### config.mk
export PLATFORM = sky130hd
export DESIGN_NAME = wrr_arbiter
export DESIGN_NICKNAME = d
export VERILOG_FILES = /design/src/hdl/wrr_arb_pkg.sv /design/src/hdl/wrr_cfg_pkg.sv /design/src/hdl/wrr_arb_if.sv /design/src/hdl/wrr_arb_pick.sv /design/src/hdl/wrr_arb_state.sv /design/src/hdl/wrr_arbiter.sv /design/src/hdl/wrr_weight_table.sv
export VERILOG_INCLUDE_DIRS = /design/src /design/src/hdl
export SDC_FILE = /design/constraint.sdc
export NUM_CORES = 1
export LEC_CHECK = 0
export ABC_CLOCK_PERIOD_IN_PS = 6700
export BUFFER_PORTS_ARGS = -buffer_cell sky130_fd_sc_hd__buf_2
export CAP_MARGIN = 20
export CORE_ASPECT_RATIO = 1.1
export CORE_MARGIN = 2
export CORE_UTILIZATION = 30
export DETAILED_ROUTE_END_ITERATION = 8
export SYNTH_ARGS = -nofsm -noshare
export SYNTH_HDL_FRONTEND = slang
export SYNTH_SLANG_ARGS = --single-unit
### constraint.sdc
create_clock -name clk -period 6.7 [get_ports clk]
set_input_delay 0.335 -clock clk [delete_from_list [all_inputs] [get_ports clk]]
set_output_delay 0.335 -clock clk [all_outputs]
set_load 0.01 [all_outputs]
### src/hdl/wrr_macros.svh
// Sizing constants for the weighted round-robin arbiter.
// Include this before any package or module that needs the requester count or widths.
`ifndef WRR_MACROS_SVH
`define WRR_MACROS_SVH

// Number of requesters that compete for a grant
`define WRR_NUM_REQS 8

// Width of a requester number, enough to address every requester
`define WRR_IDX_W 3

// Width of a weight, which is also the width of a remaining-grant count
`define WRR_WEIGHT_W 3

// Weight held by every table entry after reset.
// With weight 0 every requester gets a single grant per turn
`define WRR_WEIGHT_RESET 0

`endif

### src/hdl/wrr_arb_pkg.sv
// Data types shared by the arbitration datapath.
// Import it into any block that handles requests, requester numbers, weights or counts.
`include "wrr_macros.svh"

package wrr_arb_pkg;

  // One request bit per requester, bit n belongs to requester n
  typedef logic [`WRR_NUM_REQS-1:0] req_vec_t;

  // A requester number, also used for the round-robin index
  typedef logic [`WRR_IDX_W-1:0] req_idx_t;

  // A programmed weight or a remaining count of extra grants
  typedef logic [`WRR_WEIGHT_W-1:0] weight_t;

  // Counts for all requesters in one packed vector.
  // Element n holds the remaining count of requester n
  typedef weight_t [`WRR_NUM_REQS-1:0] count_arr_t;

endpackage

### src/hdl/wrr_cfg_pkg.sv
// Configuration command types for the arbiter.
// The weight table and the state block decode the same command and act on their own opcodes.
`include "wrr_macros.svh"

package wrr_cfg_pkg;

  import wrr_arb_pkg::*;

  // Configuration opcodes.
  // CFG_NOP is harmless, so an idle port can carry any value in the other fields
  typedef enum logic [1:0] {
    CFG_NOP        = 2'd0,
    CFG_SET_WEIGHT = 2'd1,
    CFG_CLEAR      = 2'd2
  } cfg_op_e;

  // A full command as it travels inside the design.
  // The id and weight fields only matter for CFG_SET_WEIGHT
  typedef struct packed {
    cfg_op_e  op;
    req_idx_t id;
    weight_t  weight;
  } cfg_cmd_t;

endpackage

### src/hdl/wrr_arb_if.sv
// Link between the arbiter state registers and the combinational pick block.
// The state side owns the registered index and counts, the pick side returns the next values.
interface wrr_arb_if
  import wrr_arb_pkg::*;
();

  // Registered round-robin index and per-requester counts
  req_idx_t   index_f;
  count_arr_t count_f;

  // Values the state takes when a grant is accepted
  req_idx_t   index_nxt;
  count_arr_t count_nxt;

  // Grant acceptance as requested by the top level.
  // The pick block only advances the next values while it is high
  logic       update;

  modport state (
    output index_f,
    output count_f,
    input  index_nxt,
    input  count_nxt
  );

  modport pick (
    input  index_f,
    input  count_f,
    input  update,
    output index_nxt,
    output count_nxt
  );

endinterface

### src/hdl/wrr_arb_pick.sv
// Combinational weighted round-robin pick.
// Finds the winner from the registered index and computes the index and counts
// that follow once the grant is accepted.
`include "wrr_macros.svh"

module wrr_arb_pick
  import wrr_arb_pkg::*;
(
  input  req_vec_t  reqs,
  input  weight_t   weight,
  wrr_arb_if.pick   arb,
  output logic      winner_v,
  output req_idx_t  winner,
  output logic      winner_in_seq
);

  // Requests doubled so that a plain right shift acts as a rotate
  logic [2*`WRR_NUM_REQS-1:0] reqs_dbl;
  // Requests rotated so that bit 0 is the requester the index points at
  req_vec_t                   reqs_rot;
  // Distance from the index to the first requester found
  req_idx_t                   offset;
  // Remaining count of the current winner
  weight_t                    win_count;

  assign reqs_dbl = {reqs, reqs} >> arb.index_f;
  assign reqs_rot = reqs_dbl[`WRR_NUM_REQS-1:0];

  // Lowest set bit of the rotated vector.
  // Scanning downward lets the lowest hit overwrite any higher one
  always_comb begin
    offset = '0;
    for (int i = `WRR_NUM_REQS - 1; i >= 0; i--) begin
      if (reqs_rot[i]) begin
        offset = req_idx_t'(i);
      end
    end
  end

  // Any request at all gives a valid winner
  assign winner_v = |reqs;

  // Index width equals log2 of the requester count, so the sum wraps by itself
  assign winner = arb.index_f + offset;

  assign win_count = arb.count_f[winner];

  // The winner is in sequence when the index already pointed at it.
  // That happens while a requester works through its extra grants
  assign winner_in_seq = winner_v && (winner == arb.index_f);

  // Next index and counts.
  // Nothing moves unless there is a winner and the top asks for an update
  always_comb begin
    arb.index_nxt = arb.index_f;
    arb.count_nxt = arb.count_f;
    if (winner_v && arb.update) begin
      if (win_count == '0) begin
        // Turn used up, so move past the winner and reload its count for next time
        arb.index_nxt         = winner + req_idx_t'(1);
        arb.count_nxt[winner] = weight;
      end else begin
        // Extra grants left, so the index stays on the winner
        arb.index_nxt         = winner;
        arb.count_nxt[winner] = win_count - weight_t'(1);
      end
    end
  end

endmodule

### src/hdl/wrr_arb_state.sv
// Registered round-robin index and per-requester counts.
// Loads the values from the pick block on an accepted grant and clears on CFG_CLEAR.
module wrr_arb_state
  import wrr_cfg_pkg::*;
(
  input  logic          clk,
  input  logic          rst_n,
  input  logic          accept,
  input  logic          winner_v,
  input  cfg_cmd_t      cfg,
  input  logic          cfg_valid,
  wrr_arb_if.state      arb
);

  // Clear command from the configuration port
  logic clear;
  // A grant is being taken this cycle
  logic load;

  assign clear = cfg_valid && (cfg.op == CFG_CLEAR);

  // Accept without a winner means nobody was granted, so nothing changes
  assign load = accept && winner_v;

  always_ff @(posedge clk) begin
    if (!rst_n) begin
      arb.index_f <= '0;
      arb.count_f <= '0;
    end else if (clear) begin
      // Clear wins over a grant accepted in the same cycle
      arb.index_f <= '0;
      arb.count_f <= '0;
    end else if (load) begin
      arb.index_f <= arb.index_nxt;
      arb.count_f <= arb.count_nxt;
    end
  end

endmodule

### src/hdl/wrr_arbiter.sv
// Weighted round-robin arbiter for eight requesters.
// Requests go in, the winner comes out in the same cycle, and accept commits the grant.
// The weight table and a clear are reached through the configuration ports.
`include "wrr_macros.svh"

module wrr_arbiter
  import wrr_arb_pkg::*;
  import wrr_cfg_pkg::*;
(
  input  logic                      clk,
  input  logic                      rst_n,
  input  logic                      accept,
  input  logic                      cfg_valid,
  input  logic [`WRR_NUM_REQS-1:0]  reqs,
  input  logic [1:0]                cfg_op,
  input  logic [`WRR_IDX_W-1:0]     cfg_id,
  input  logic [`WRR_WEIGHT_W-1:0]  cfg_weight,
  output logic                      winner_v,
  output logic [`WRR_IDX_W-1:0]     winner,
  output logic                      winner_in_seq
);

  // Configuration fields packed into one command
  cfg_cmd_t cfg;
  // Weight of the current winner, looked up in the table
  weight_t  cur_weight;

  assign cfg.op     = cfg_op_e'(cfg_op);
  assign cfg.id     = cfg_id;
  assign cfg.weight = cfg_weight;

  // Index and counts between the state registers and the pick block
  wrr_arb_if arb_if ();

  assign arb_if.update = accept;

  wrr_arb_pick wrr_arb_pick_i (
    .reqs          (reqs),
    .weight        (cur_weight),
    .arb           (arb_if.pick),
    .winner_v      (winner_v),
    .winner        (winner),
    .winner_in_seq (winner_in_seq)
  );

  wrr_arb_state wrr_arb_state_i (
    .clk       (clk),
    .rst_n     (rst_n),
    .accept    (accept),
    .winner_v  (winner_v),
    .cfg       (cfg),
    .cfg_valid (cfg_valid),
    .arb       (arb_if.state)
  );

  // Read address is the winner, so the reload weight is ready in the same cycle
  wrr_weight_table wrr_weight_table_i (
    .clk       (clk),
    .rst_n     (rst_n),
    .cfg       (cfg),
    .cfg_valid (cfg_valid),
    .rd_idx    (winner),
    .rd_weight (cur_weight)
  );

endmodule

### src/hdl/wrr_weight_table.sv
// Per-requester weight table.
// The configuration port writes an entry with CFG_SET_WEIGHT, and the current
// winner reads its own weight without delay.
`include "wrr_macros.svh"

module wrr_weight_table
  import wrr_arb_pkg::*;
  import wrr_cfg_pkg::*;
(
  input  logic     clk,
  input  logic     rst_n,
  input  cfg_cmd_t cfg,
  input  logic     cfg_valid,
  input  req_idx_t rd_idx,
  output weight_t  rd_weight
);

  // One weight per requester
  weight_t weights [`WRR_NUM_REQS];

  // Write strobe for the entry named in the command
  logic wr_en;

  assign wr_en = cfg_valid && (cfg.op == CFG_SET_WEIGHT);

  // A written weight shows on the read port from the next cycle on
  always_ff @(posedge clk) begin
    if (!rst_n) begin
      for (int i = 0; i < `WRR_NUM_REQS; i++) begin
        weights[i] <= weight_t'(`WRR_WEIGHT_RESET);
      end
    end else if (wr_en) begin
      weights[cfg.id] <= cfg.weight;
    end
  end

  // Read port, addressed by the winner of the current cycle.
  // The weight only reaches the next counts, so there is no loop back into the pick
  assign rd_weight = weights[rd_idx];

endmodule

==> results.txt, run 1 <==
Status -> complete, no violations
Layout fillers -> 1,131
Routability cong. -> 0.818
First-pass GRT wire length -> 12,700 um
Setup TNS Final -> 0 ns
Initial DRC count -> 150
Root buf cell -> clkbuf_16
Warnings, synthesis -> 0
Crit-path slowest cell -> dfxtp_1
Setup crit end kind -> flip-flop
Largest fanout on the critical path -> 12
IO Pins -> 25
# hold bufs at CTS -> 0
Die Ht -> 114 um
Top cells by area, synth -> edfxtp_1, dfxtp_1, mux2i_1
DP Area -> 3540 sq um
Area Growth Syn to Fin -> 14.0%
CP arrival -> 6.18 ns
Vias in the first global route -> 2,553
Worst-path clk slew -> 0.07 ns
Pleak -> 1.34 nW
Vias per cell -> 5.18
Share of the synthesized area in the top cell type -> 21.9%
Final non-filler cell area -> 3760 sq um
Syn Std Cell Area -> 3300 sq um
Fin. max-slew vios -> 0
Total CTS buffers -> 5
Peak VDD IR -> 0.302 mV
CP top delay family -> compound AO/OA/AOI/OAI gates
Most common cell in the netlist -> nor2_1
Async SR Flop Fraction -> 0%
CP Cell Sequence -> clkinv_1, mux2_2, a211o_1, o31ai_1, o21ai_0, o21a_1, a21oi_1, o32ai_1, ha_1, fa_1, nand2b_1, a2111o_1, nand4_1, nor3_4, buf_12, inv_2, mux4_2, mux2i_1, ha_1, o31ai_1, a221o_1, o22a_1, a21oi_1
Worst hold path type -> input pin to flip-flop
Syn_area_per_cell -> 9.45 sq um
Die ar. -> 11,800 sq um
Die width -> 104 um
Max Clock Skew -> 0.00715 ns
Final-report setup violation count -> 0
Vias -> 2,676
Drt total wl -> 7710 um
Dpl hpwl -> 5840 um
DR DRC count -> 0
Critical Path RT -> 6.92 ns
Yosys reg bits -> 51
Distinct cell type count after synthesis -> 60
GR Util All Layers -> 13.1%
Clk sink count -> 51
Final ANT Viol Nets -> 0
Core area -> 10,800 sq um
N_diodes -> 0
Clock Path Buffers -> 2
Hold violation count in the final report -> 0
Multi-input logic area -> 1940 sq um
WP buf/inv -> 3
Share of layout cells above drive strength 1 -> 20.3%
Worst Setup Start Kind -> flip-flop
Max_cap viols -> 0
PD cells -> 563 nW/um^2
Worst Setup Path Type -> flip-flop to flip-flop
Layout Nets -> 395
Largest net degree at the start of global routing -> 23
FF+latch area -> 1260 sq um
Highest Clock Rate -> 168 MHz
Gate Count Post-Synth -> 349
EDFF count, synth -> 24
Ys flop type -> dfxtp_1
Aggregate global routing overflow -> 0
RSZ-0062 raised after global routing -> false
CTS tree -> done
Starting Density -> 30.5%
Largest stage delay on the critical path -> 0.59 ns
WL per Instance -> 14.9 um
PortBufs -> 24
H-tree Lvls -> 2
Area leader, netlist -> edfxtp_1
Worst-Margin Slew -> 0.829 ns
Synth top cells by count -> nor2_1, dfxtp_1, and2_1, edfxtp_1, nand2_1
Register area share after synthesis -> 38.3%
Site Rows -> 40
Period utilization -> 89.0%
Final min period -> 5.96 ns
Initial antenna violation count -> 0
Mapped Nets -> 375
Slew HR -> 44.7%
Clock insertion delay at the later pin of the skew report -> 0.29 ns
TritonRoute pass-1 iters -> 4
[stage by stage]
stage | worst slack, ns | util, % | cells | power, mW | hold WS [ns]
3_3_place_gp | 0.754 | 32.8 | 504 | 1.78 | 0.442
5_1_grt | 0.249 | 34.8 | 517 | 2.27 | 0.443
4_1_cts | 0.491 | 34.3 | 512 | 2.07 | 0.435
2_1_floorplan | 0.811 | - | 349 | 1.49 | 0.430
6_report | 0.739 | 34.8 | 517 | 2.11 | 0.422
3_5_place_dp | 0.528 | 32.8 | 504 | 1.79 | 0.452
[cell type report]
type | count | share of cell area (%)
clock buffer | 6 | 4.00
clock inverter | 2 | 0.366
inverter | 4 | 0.400
multi-input combinational | 275 | 51.6
sequential | 51 | 33.6
tap | 147 | 4.90
timing repair buffer | 32 | 5.13
[cell families after synthesis]
kind of cell / synth area share, %
multiplexers: 13.2
buffers and inverters: 2.88
adder cells (fa/ha/maj): 2.50
AO/OA/AOI/OAI: 17.5
XOR/XNOR: 1.59
flip-flops: 38.3
AND/OR/NAND/NOR: 24.1
[registers in the layout, indices dropped and copies added (netlist names)]
signal,flops
wrr_arb_state_i.arb.count_f,24
wrr_weight_table_i.weights,24
wrr_arb_state_i.arb.index_f,3
[repair_timing]
item | 4_1_cts | 5_1_grt
buffers inserted | 0 | 5
setup endpoints to repair | 0 | 20
resized for setup | 0 | 0
[power breakdown]
part	total, mW	leakage [nW]	internal [mW]	switching [mW]
combinational	1.42	0.814	0.603	0.822
sequential	0.416	0.447	0.375	0.0407
clock	0.275	0.0820	0.161	0.114
[per-layer routing]
metal | GRT usage, % | wire [um] | share of wire (%) | vias up
met4 | 3.15 | 79 | 1.0 | 0
met5 | 0 | 0 | 0 | -
met3 | 2.34 | 388 | 5.0 | 8
li1 | - | - | - | 1335
met2 | 23.6 | 3820 | 49 | 61
met1 | 16.4 | 3430 | 44 | 1272
[worst register-to-register path, cell delays in order, from the launching register on]
cell,delay (ns)
dfxtp_1,0.59
clkinv_1,0.36
mux2_2,0.38
a211o_1,0.26
o31ai_1,0.09
o21ai_0,0.14
o21a_1,0.21
a21oi_1,0.15
o32ai_1,0.09
ha_1,0.21
fa_1,0.51
nand2b_1,0.20
a2111o_1,0.36
nand4_1,0.22
nor3_4,0.09
buf_12,0.16
inv_2,0.19
mux4_2,0.34
mux2i_1,0.15
ha_1,0.37
o31ai_1,0.13
a221o_1,0.31
o22a_1,0.23
a21oi_1,0.17
[worst paths after layout]
check                                   from                               end  slack, ns  cells after the start
max           wrr_arb_state_i.arb.index_f[0]   wrr_arb_state_i.arb.count_f[20]       0.74                     23
max reg2reg   wrr_arb_state_i.arb.index_f[0]   wrr_arb_state_i.arb.count_f[20]       0.74                     23
min reg2reg  wrr_arb_state_i.arb.count_f[21]   wrr_arb_state_i.arb.count_f[21]       0.46                      2
min                            cfg_weight[1]  wrr_weight_table_i.weights[0][1]       0.42                      2
[layout by cell type (no fill, tap or decap), types with 3 or more instances in the layout]
cell type	Yosys	final
a21oi_2	5	5
xnor2_1	3	3
dfxtp_1	27	27
nor3_2	3	3
xor2_1	3	3
clkbuf_16	0	6
nor3_1	6	6
nand3_1	15	15
buf_4	1	7
buf_2	4	24
edfxtp_1	24	24
o21ai_0	19	19
o21ai_1	8	8
a211oi_1	4	4
nor2_1	34	34
and2_1	24	24
ha_1	5	5
mux4_2	6	6
a21oi_1	13	13
a211o_1	5	5
nand2b_1	9	9
nor2b_1	7	7
nor4_1	5	5
o21a_1	4	4
o31ai_1	3	3
or3_1	8	8
nand2_1	21	21
mux2i_1	20	20
mux2_2	9	9
Note: power is estimated with default switching activity, not from simulation.
==> run 2: changes to the inputs <==
--- a/config.mk
+++ b/config.mk
@@ -6,10 +6,9 @@
 export SDC_FILE = /design/constraint.sdc
 export NUM_CORES = 1
 export LEC_CHECK = 0
-export ABC_CLOCK_PERIOD_IN_PS = 6700
+export ABC_CLOCK_PERIOD_IN_PS = 7000
 export BUFFER_PORTS_ARGS = -buffer_cell sky130_fd_sc_hd__buf_2
 export CAP_MARGIN = 20
-export CORE_ASPECT_RATIO = 1.1
 export CORE_MARGIN = 2
 export CORE_UTILIZATION = 30
 export DETAILED_ROUTE_END_ITERATION = 8
==> constraint.sdc (replaced) <==
create_clock -name clk -period 7 [get_ports clk]
set_input_delay 0.35 -clock clk [delete_from_list [all_inputs] [get_ports clk]]
set_output_delay 0.35 -clock clk [all_outputs]
set_load 0.01 [all_outputs]
==> results.txt, run 2 (synthesis results as in run 1) <==
Highest Clock Rate -> 159 MHz (-5.1%)
Vias per cell -> 5.30 (+2.3%)
Clk sink count -> 51 (unchanged)
Worst-Margin Slew -> 0.915 ns (+0.0860 ns)
Final-report setup violation count -> 0 (unchanged)
Die width -> 109 um (+4.7%)
Largest fanout on the critical path -> 18 (+6)
Initial antenna violation count -> 0 (unchanged)
Die Ht -> 109 um (-4.5%)
Die ar. -> 11,800 sq um (about the same)
IO Pins -> 25 (unchanged)
GR Util All Layers -> 14.0% (+0.88 points)
Routability cong. -> 0.866 (+5.9%)
# hold bufs at CTS -> 0 (unchanged)
Worst hold path type -> input pin to flip-flop
Drt total wl -> 7800 um (+1.2%)
Clock insertion delay at the later pin of the skew report -> 0.31 ns (+0.02 ns)
Core area -> 10,800 sq um (-0.16%)
CTS tree -> done
DR DRC count -> 0 (unchanged)
PortBufs -> 24 (unchanged)
Final ANT Viol Nets -> 0 (unchanged)
Most common cell after layout, fill and taps aside -> nor2_1
Period utilization -> 89.7% (+0.77 points)
Max_cap viols -> 0 (unchanged)
Setup crit end kind -> flip-flop
Hold depth -> 2 (unchanged)
Vias in the first global route -> 2,595 (+1.6%)
Starting Density -> 30.5% (+0.049 points)
DP Area -> 3530 sq um (-0.46%)
Largest net degree at the start of global routing -> 26 (+13%)
Total CTS buffers -> 5 (unchanged)
# placed instances -> 496 (-1.6%)
Clock Path Buffers -> 2 (unchanged)
N_diodes -> 0 (unchanged)
First-pass GRT wire length -> 13,000 um (+2.7%)
Dpl hpwl -> 5870 um (+0.58%)
Site Rows -> 38 (-5.0%)
Peak VDD IR -> 0.239 mV (-21%)
Root buf cell -> clkbuf_8
Commonest non-fill, non-tap cells in the layout -> nor2_1, dfxtp_1, and2_1, buf_2, edfxtp_1
WL per Instance -> 15.5 um (+3.8%)
Status -> complete, no violations
Final non-filler cell area -> 3620 sq um (-3.8%)
Setup ws final -> 0.718 ns (-0.0209 ns)
Aggregate global routing overflow -> 0 (unchanged)
TritonRoute pass-1 iters -> 4 (unchanged)
Area Growth Syn to Fin -> 9.68%
Hold violation count in the final report -> 0 (unchanged)
Worst Reg2Reg Path Length in Cells -> 22 (-4.3%)
Share of layout cells above drive strength 1 -> 19.2% (-1.0 points)
Final min period -> 6.28 ns (+0.321 ns)
Layout Cells excl Fill -> 504 (-2.5%)
Max Clock Skew -> 0.00965 ns (+0.00250 ns)
Largest registers -> wrr_arb_state_i.arb.count_f (24), wrr_weight_table_i.weights (24), wrr_arb_state_i.arb.index_f (3)
Layout Nets -> 389 (-1.5%)
Initial DRC count -> 260 (+73%)
Slew HR -> 39.0% (-5.7 points)
Worst Setup Start Kind -> flip-flop
Critical Path RT -> 7.24 ns (+0.32 ns)
Setup WS pre-CTS -> 0.628 ns (+0.100 ns)
Pleak -> 1.27 nW (-5.2%)
Worst-path clk slew -> 0.09 ns (+0.02 ns)
RSZ-0062 raised after global routing -> false
H-tree Lvls -> 2 (unchanged)
Setup TNS Final -> 0 ns (unchanged)
Fin. max-slew vios -> 0 (unchanged)
Worst Setup Path Type -> flip-flop to flip-flop
CP arrival -> 6.52 ns (+0.34 ns)
PD cells -> 519 nW/um^2 (-7.8%)
Fin util -> 33.5% (-1.3 points)
Vias -> 2,670 (-0.22%)
[run 2: cell count changes in the layout (fill, tap and decap cells not counted), sizes merged]
cell      before  now
buf           32   26
clkbuf         6    5
clkinv         3    2
inv            3    4
clkinvlp       0    1
[run 2: report_power, final]
group | leakage, nW | switching (mW) | total (mW) | internal [mW]
Sequential | 0.448 | 0.0444 | 0.404 | 0.359
Combinational | 0.781 | 0.771 | 1.30 | 0.532
Clock | 0.0445 | 0.0999 | 0.170 | 0.0700
[run 2: area by class of cell]
cell class	count	area, sq um
sequential	51	1260
timing repair buffer	26	135
fill	1096	7180
tap	140	175
clock inverter	3	18.8
clock buffer	5	68.8
multi-input combinational	275	1940
inverter	4	15.0
[run 2: critical path, cell delays in order (launching register included)]
cell and delay, ns:
dfxtp_1 0.62, clkinv_1 0.39, mux2_2 0.39, a211o_1 0.28
o31ai_1 0.08, o21ai_0 0.14, o21a_1 0.21, a21oi_1 0.16
o32ai_1 0.09, ha_1 0.21, fa_1 0.51, nor2b_1 0.19
o41ai_1 0.08, nand4_1 0.29, nor3_4 0.61, inv_2 0.26
mux4_2 0.35, mux2i_1 0.15, ha_1 0.37, o31ai_1 0.12
a221o_1 0.31, o22a_1 0.23, a21oi_1 0.17
[run 2: worst paths after layout]
| kind | from | end | slack [ns] |
|---|---|---|---|
| hold / removal | cfg_weight[1] | wrr_weight_table_i.weights[7][1] | 0.43 |
| setup reg to reg | wrr_arb_state_i.arb.index_f[0] | wrr_arb_state_i.arb.count_f[20] | 0.72 |
| hold reg to reg | wrr_arb_state_i.arb.count_f[0] | wrr_arb_state_i.arb.count_f[0] | 0.46 |
| setup / recovery | wrr_arb_state_i.arb.index_f[0] | wrr_arb_state_i.arb.count_f[20] | 0.72 |
[run 2: metal layers]
metal	vias up	track usage [%]	wire length (um)
met3	6	2.51	318
met1	1286	18.4	3650
li1	1323	-	-
met2	55	24.1	3780
met5	-	0	0
met4	0	3.21	59
[run 2: timing repair]
action | 4_1_cts | 5_1_grt
setup endpoints to repair | 0 | 10
resized for setup | 0 | 1
setup buffers | 0 | 0
[run 2: per-stage QoR]
step / total power, mW / hold slack, ns
final: 1.88 / 0.428
after global routing: 2.03 / 0.431
after CTS: 1.88 / 0.422
after detailed placement: 1.71 / 0.447
after global placement: 1.69 / 0.444
after floorplan: 1.43 / 0.430
==> run 3: changes to the inputs <==
==> constraint.sdc (replaced) <==
create_clock -name clk -period 7 [get_ports clk]
set_input_delay 1.4 -clock clk [delete_from_list [all_inputs] [get_ports clk]]
set_output_delay 1.4 -clock clk [all_outputs]
set_load 0.01 [all_outputs]
==> results.txt, run 3 (synthesis results as in run 1) <==
CP arrival -> 5.03 ns (-1.49 ns)
Final ANT Viol Nets -> 0 (unchanged)
Period utilization -> 91.8% (+2.1 points)
Worst-path clk slew -> 0.10 ns (about the same)
Critical Path RT -> 5.60 ns (-1.64 ns)
Most common cell after layout, fill and taps aside -> nor2_1
CP Cell Sequence -> buf_2, mux2_2, mux2i_1, nor2b_1, o31ai_1, o21ai_0, o21a_1, a21oi_1, o32ai_1, ha_1, fa_1, nand2b_1, a2111o_1, nand4_1, nor3_4, inv_2, buf_2
Initial antenna violation count -> 0 (unchanged)
Final-report setup violation count -> 0 (unchanged)
First-pass GRT wire length -> 13,500 um (+3.6%)
Status -> complete, no violations
Root buf cell -> clkbuf_8
Total CTS buffers -> 5 (unchanged)
Setup crit end kind -> primary output
IO Pins -> 25 (unchanged)
Die width -> 109 um (unchanged)
Fraction of power spent switching nets -> 49.1% (+0.33 points)
Largest net degree at the start of global routing -> 24 (-7.7%)
Vias -> 2,650 (-0.75%)
Initial DRC count -> 220 (-15%)
Fin util -> 33.6% (+0.14 points)
Routability cong. -> 0.895 (+3.3%)
Postcts setup bufs -> 0 (unchanged)
Highest Clock Rate -> 156 MHz (-2.3%)
Layout Cells excl Fill -> 505 (+0.20%)
Worst Setup Start Kind -> input pin
Drt total wl -> 7810 um (+0.12%)
Setup ws final -> 0.572 ns (-0.146 ns)
Internal power -> 0.972 mW (+1.1%)
Share of layout cells above drive strength 1 -> 19.2% (-0.053 points)
Largest fanout on the critical path -> 12 (-6)
Largest stage delay on the critical path -> 0.51 ns (-0.11 ns)
Core area -> 10,800 sq um (unchanged)
Hold violation count in the final report -> 0 (unchanged)
WL per Instance -> 15.5 um (about the same)
Fin. max-slew vios -> 0 (unchanged)
Worst hold path type -> flip-flop to flip-flop
GR Util All Layers -> 14.5% (+0.44 points)
CTS resizes -> 0 (unchanged)
# placed instances -> 497 (+0.20%)
Site Rows -> 38 (unchanged)
Power, Total -> 1.91 mW (+1.8%)
Die ar. -> 11,800 sq um (unchanged)
Vias per cell -> 5.25 (-0.95%)
PortBufs -> 24 (unchanged)
Slew HR -> 49.5% (+11 points)
Crit-path slowest cell -> fa_1
WP buf/inv -> 3 (+1)
Seq pwr share -> 21.0% (-0.5 points)
Starting Density -> 30.5% (unchanged)
Commonest non-fill, non-tap cells in the layout -> nor2_1, dfxtp_1, and2_1, buf_2, edfxtp_1
CTS tree -> done
H-tree Lvls -> 2 (unchanged)
Setup WS pre-CTS -> 0.314 ns (-0.315 ns)
# hold bufs at CTS -> 0 (unchanged)
Aggregate global routing overflow -> 0 (unchanged)
Worst Setup Path Type -> input pin to primary output
Largest registers -> wrr_arb_state_i.arb.count_f (24), wrr_weight_table_i.weights (24), wrr_arb_state_i.arb.index_f (3)
Clock insertion delay at the later pin of the skew report -> 0.31 ns (about the same)
Most frequent CP cell -> buf_2
Clk sink count -> 51 (unchanged)
Clk network pwr share -> 9.5% (+0.4 points)
DR DRC count -> 0 (unchanged)
Clock Path Buffers -> 2 (unchanged)
TritonRoute pass-1 iters -> 4 (unchanged)
N_diodes -> 0 (unchanged)
Layout Nets -> 390 (+0.26%)
Max Clock Skew -> 0.00604 ns (-0.00361 ns)
Pleak -> 1.28 nW (+0.46%)
Sw Pwr -> 0.938 mW (+2.4%)
Final min period -> 6.43 ns (+0.146 ns)
Die Ht -> 109 um (unchanged)
RSZ-0062 raised after global routing -> false
Part of the power in combinational logic -> 69.4% (about the same)
Dpl hpwl -> 5910 um (+0.65%)
Max_cap viols -> 0 (unchanged)
Worst-Margin Slew -> 0.757 ns (-0.159 ns)
Area Growth Syn to Fin -> 10.1%
Vias in the first global route -> 2,660 (+2.5%)
Peak VDD IR -> 0.212 mV (-11%)
Setup TNS Final -> 0 ns (unchanged)
PD cells -> 526 nW/um^2 (+1.3%)
CP top delay family -> compound AO/OA/AOI/OAI gates
## run 3: final timing paths
check / start / endpoint / slack [ns] / cells after the start
setup / recovery: reqs[7] / winner[2] / 0.57 / 17
hold / removal: wrr_arb_state_i.arb.count_f[12] / wrr_arb_state_i.arb.count_f[12] / 0.46 / 2
setup reg to reg: wrr_arb_state_i.arb.index_f[1] / wrr_arb_state_i.arb.count_f[18] / 0.87 / 23
hold reg to reg: wrr_arb_state_i.arb.count_f[12] / wrr_arb_state_i.arb.count_f[12] / 0.46 / 2
## run 3: routing by layer
layer	part of all wire, %	vias to the layer above	wire length (um)	GRT usage [%]
met5	0	-	0	0
met3	3.5	5	274	2.15
met4	0.73	0	57	3.94
met2	49	42	3860	24.6
met1	46	1279	3620	19.2
li1	-	1324	-	-
## run 3: metrics by stage
stage,hold slack [ns],cell area (sq um)
detailed placement,0.445,3530
finish,0.458,3630
global placement,0.444,3530
global route,0.486,3630
CTS,0.459,3630
floorplan,0.430,3300
## run 3: cell type report
class | instances | area [sq um]
clock buffers | 5 | 68.8
clock inverters | 3 | 27.5
well taps | 140 | 175
flip-flops and latches | 51 | 1260
multi-input cells | 275 | 1940
fillers | 1116 | 7160
repair buffers | 27 | 143
inverters | 4 | 15.0
## run 3: worst min-delay path: stages (launching register included)
cell and delay [ns]:
dfxtp_1 0.32, nand3_1 0.05, o21ai_1 0.05
## run 3: power by group through the flow
| stage | logic (mW) | clock network, mW | registers [mW] |
|---|---|---|---|
| after floorplan | 1.05 | 0 | 0.380 |
| after global placement | 1.29 | 0 | 0.408 |
| after detailed placement | 1.32 | 0 | 0.409 |
| after CTS | 1.32 | 0.187 | 0.402 |
| after global routing | 1.47 | 0.202 | 0.411 |
| final | 1.33 | 0.182 | 0.402 |
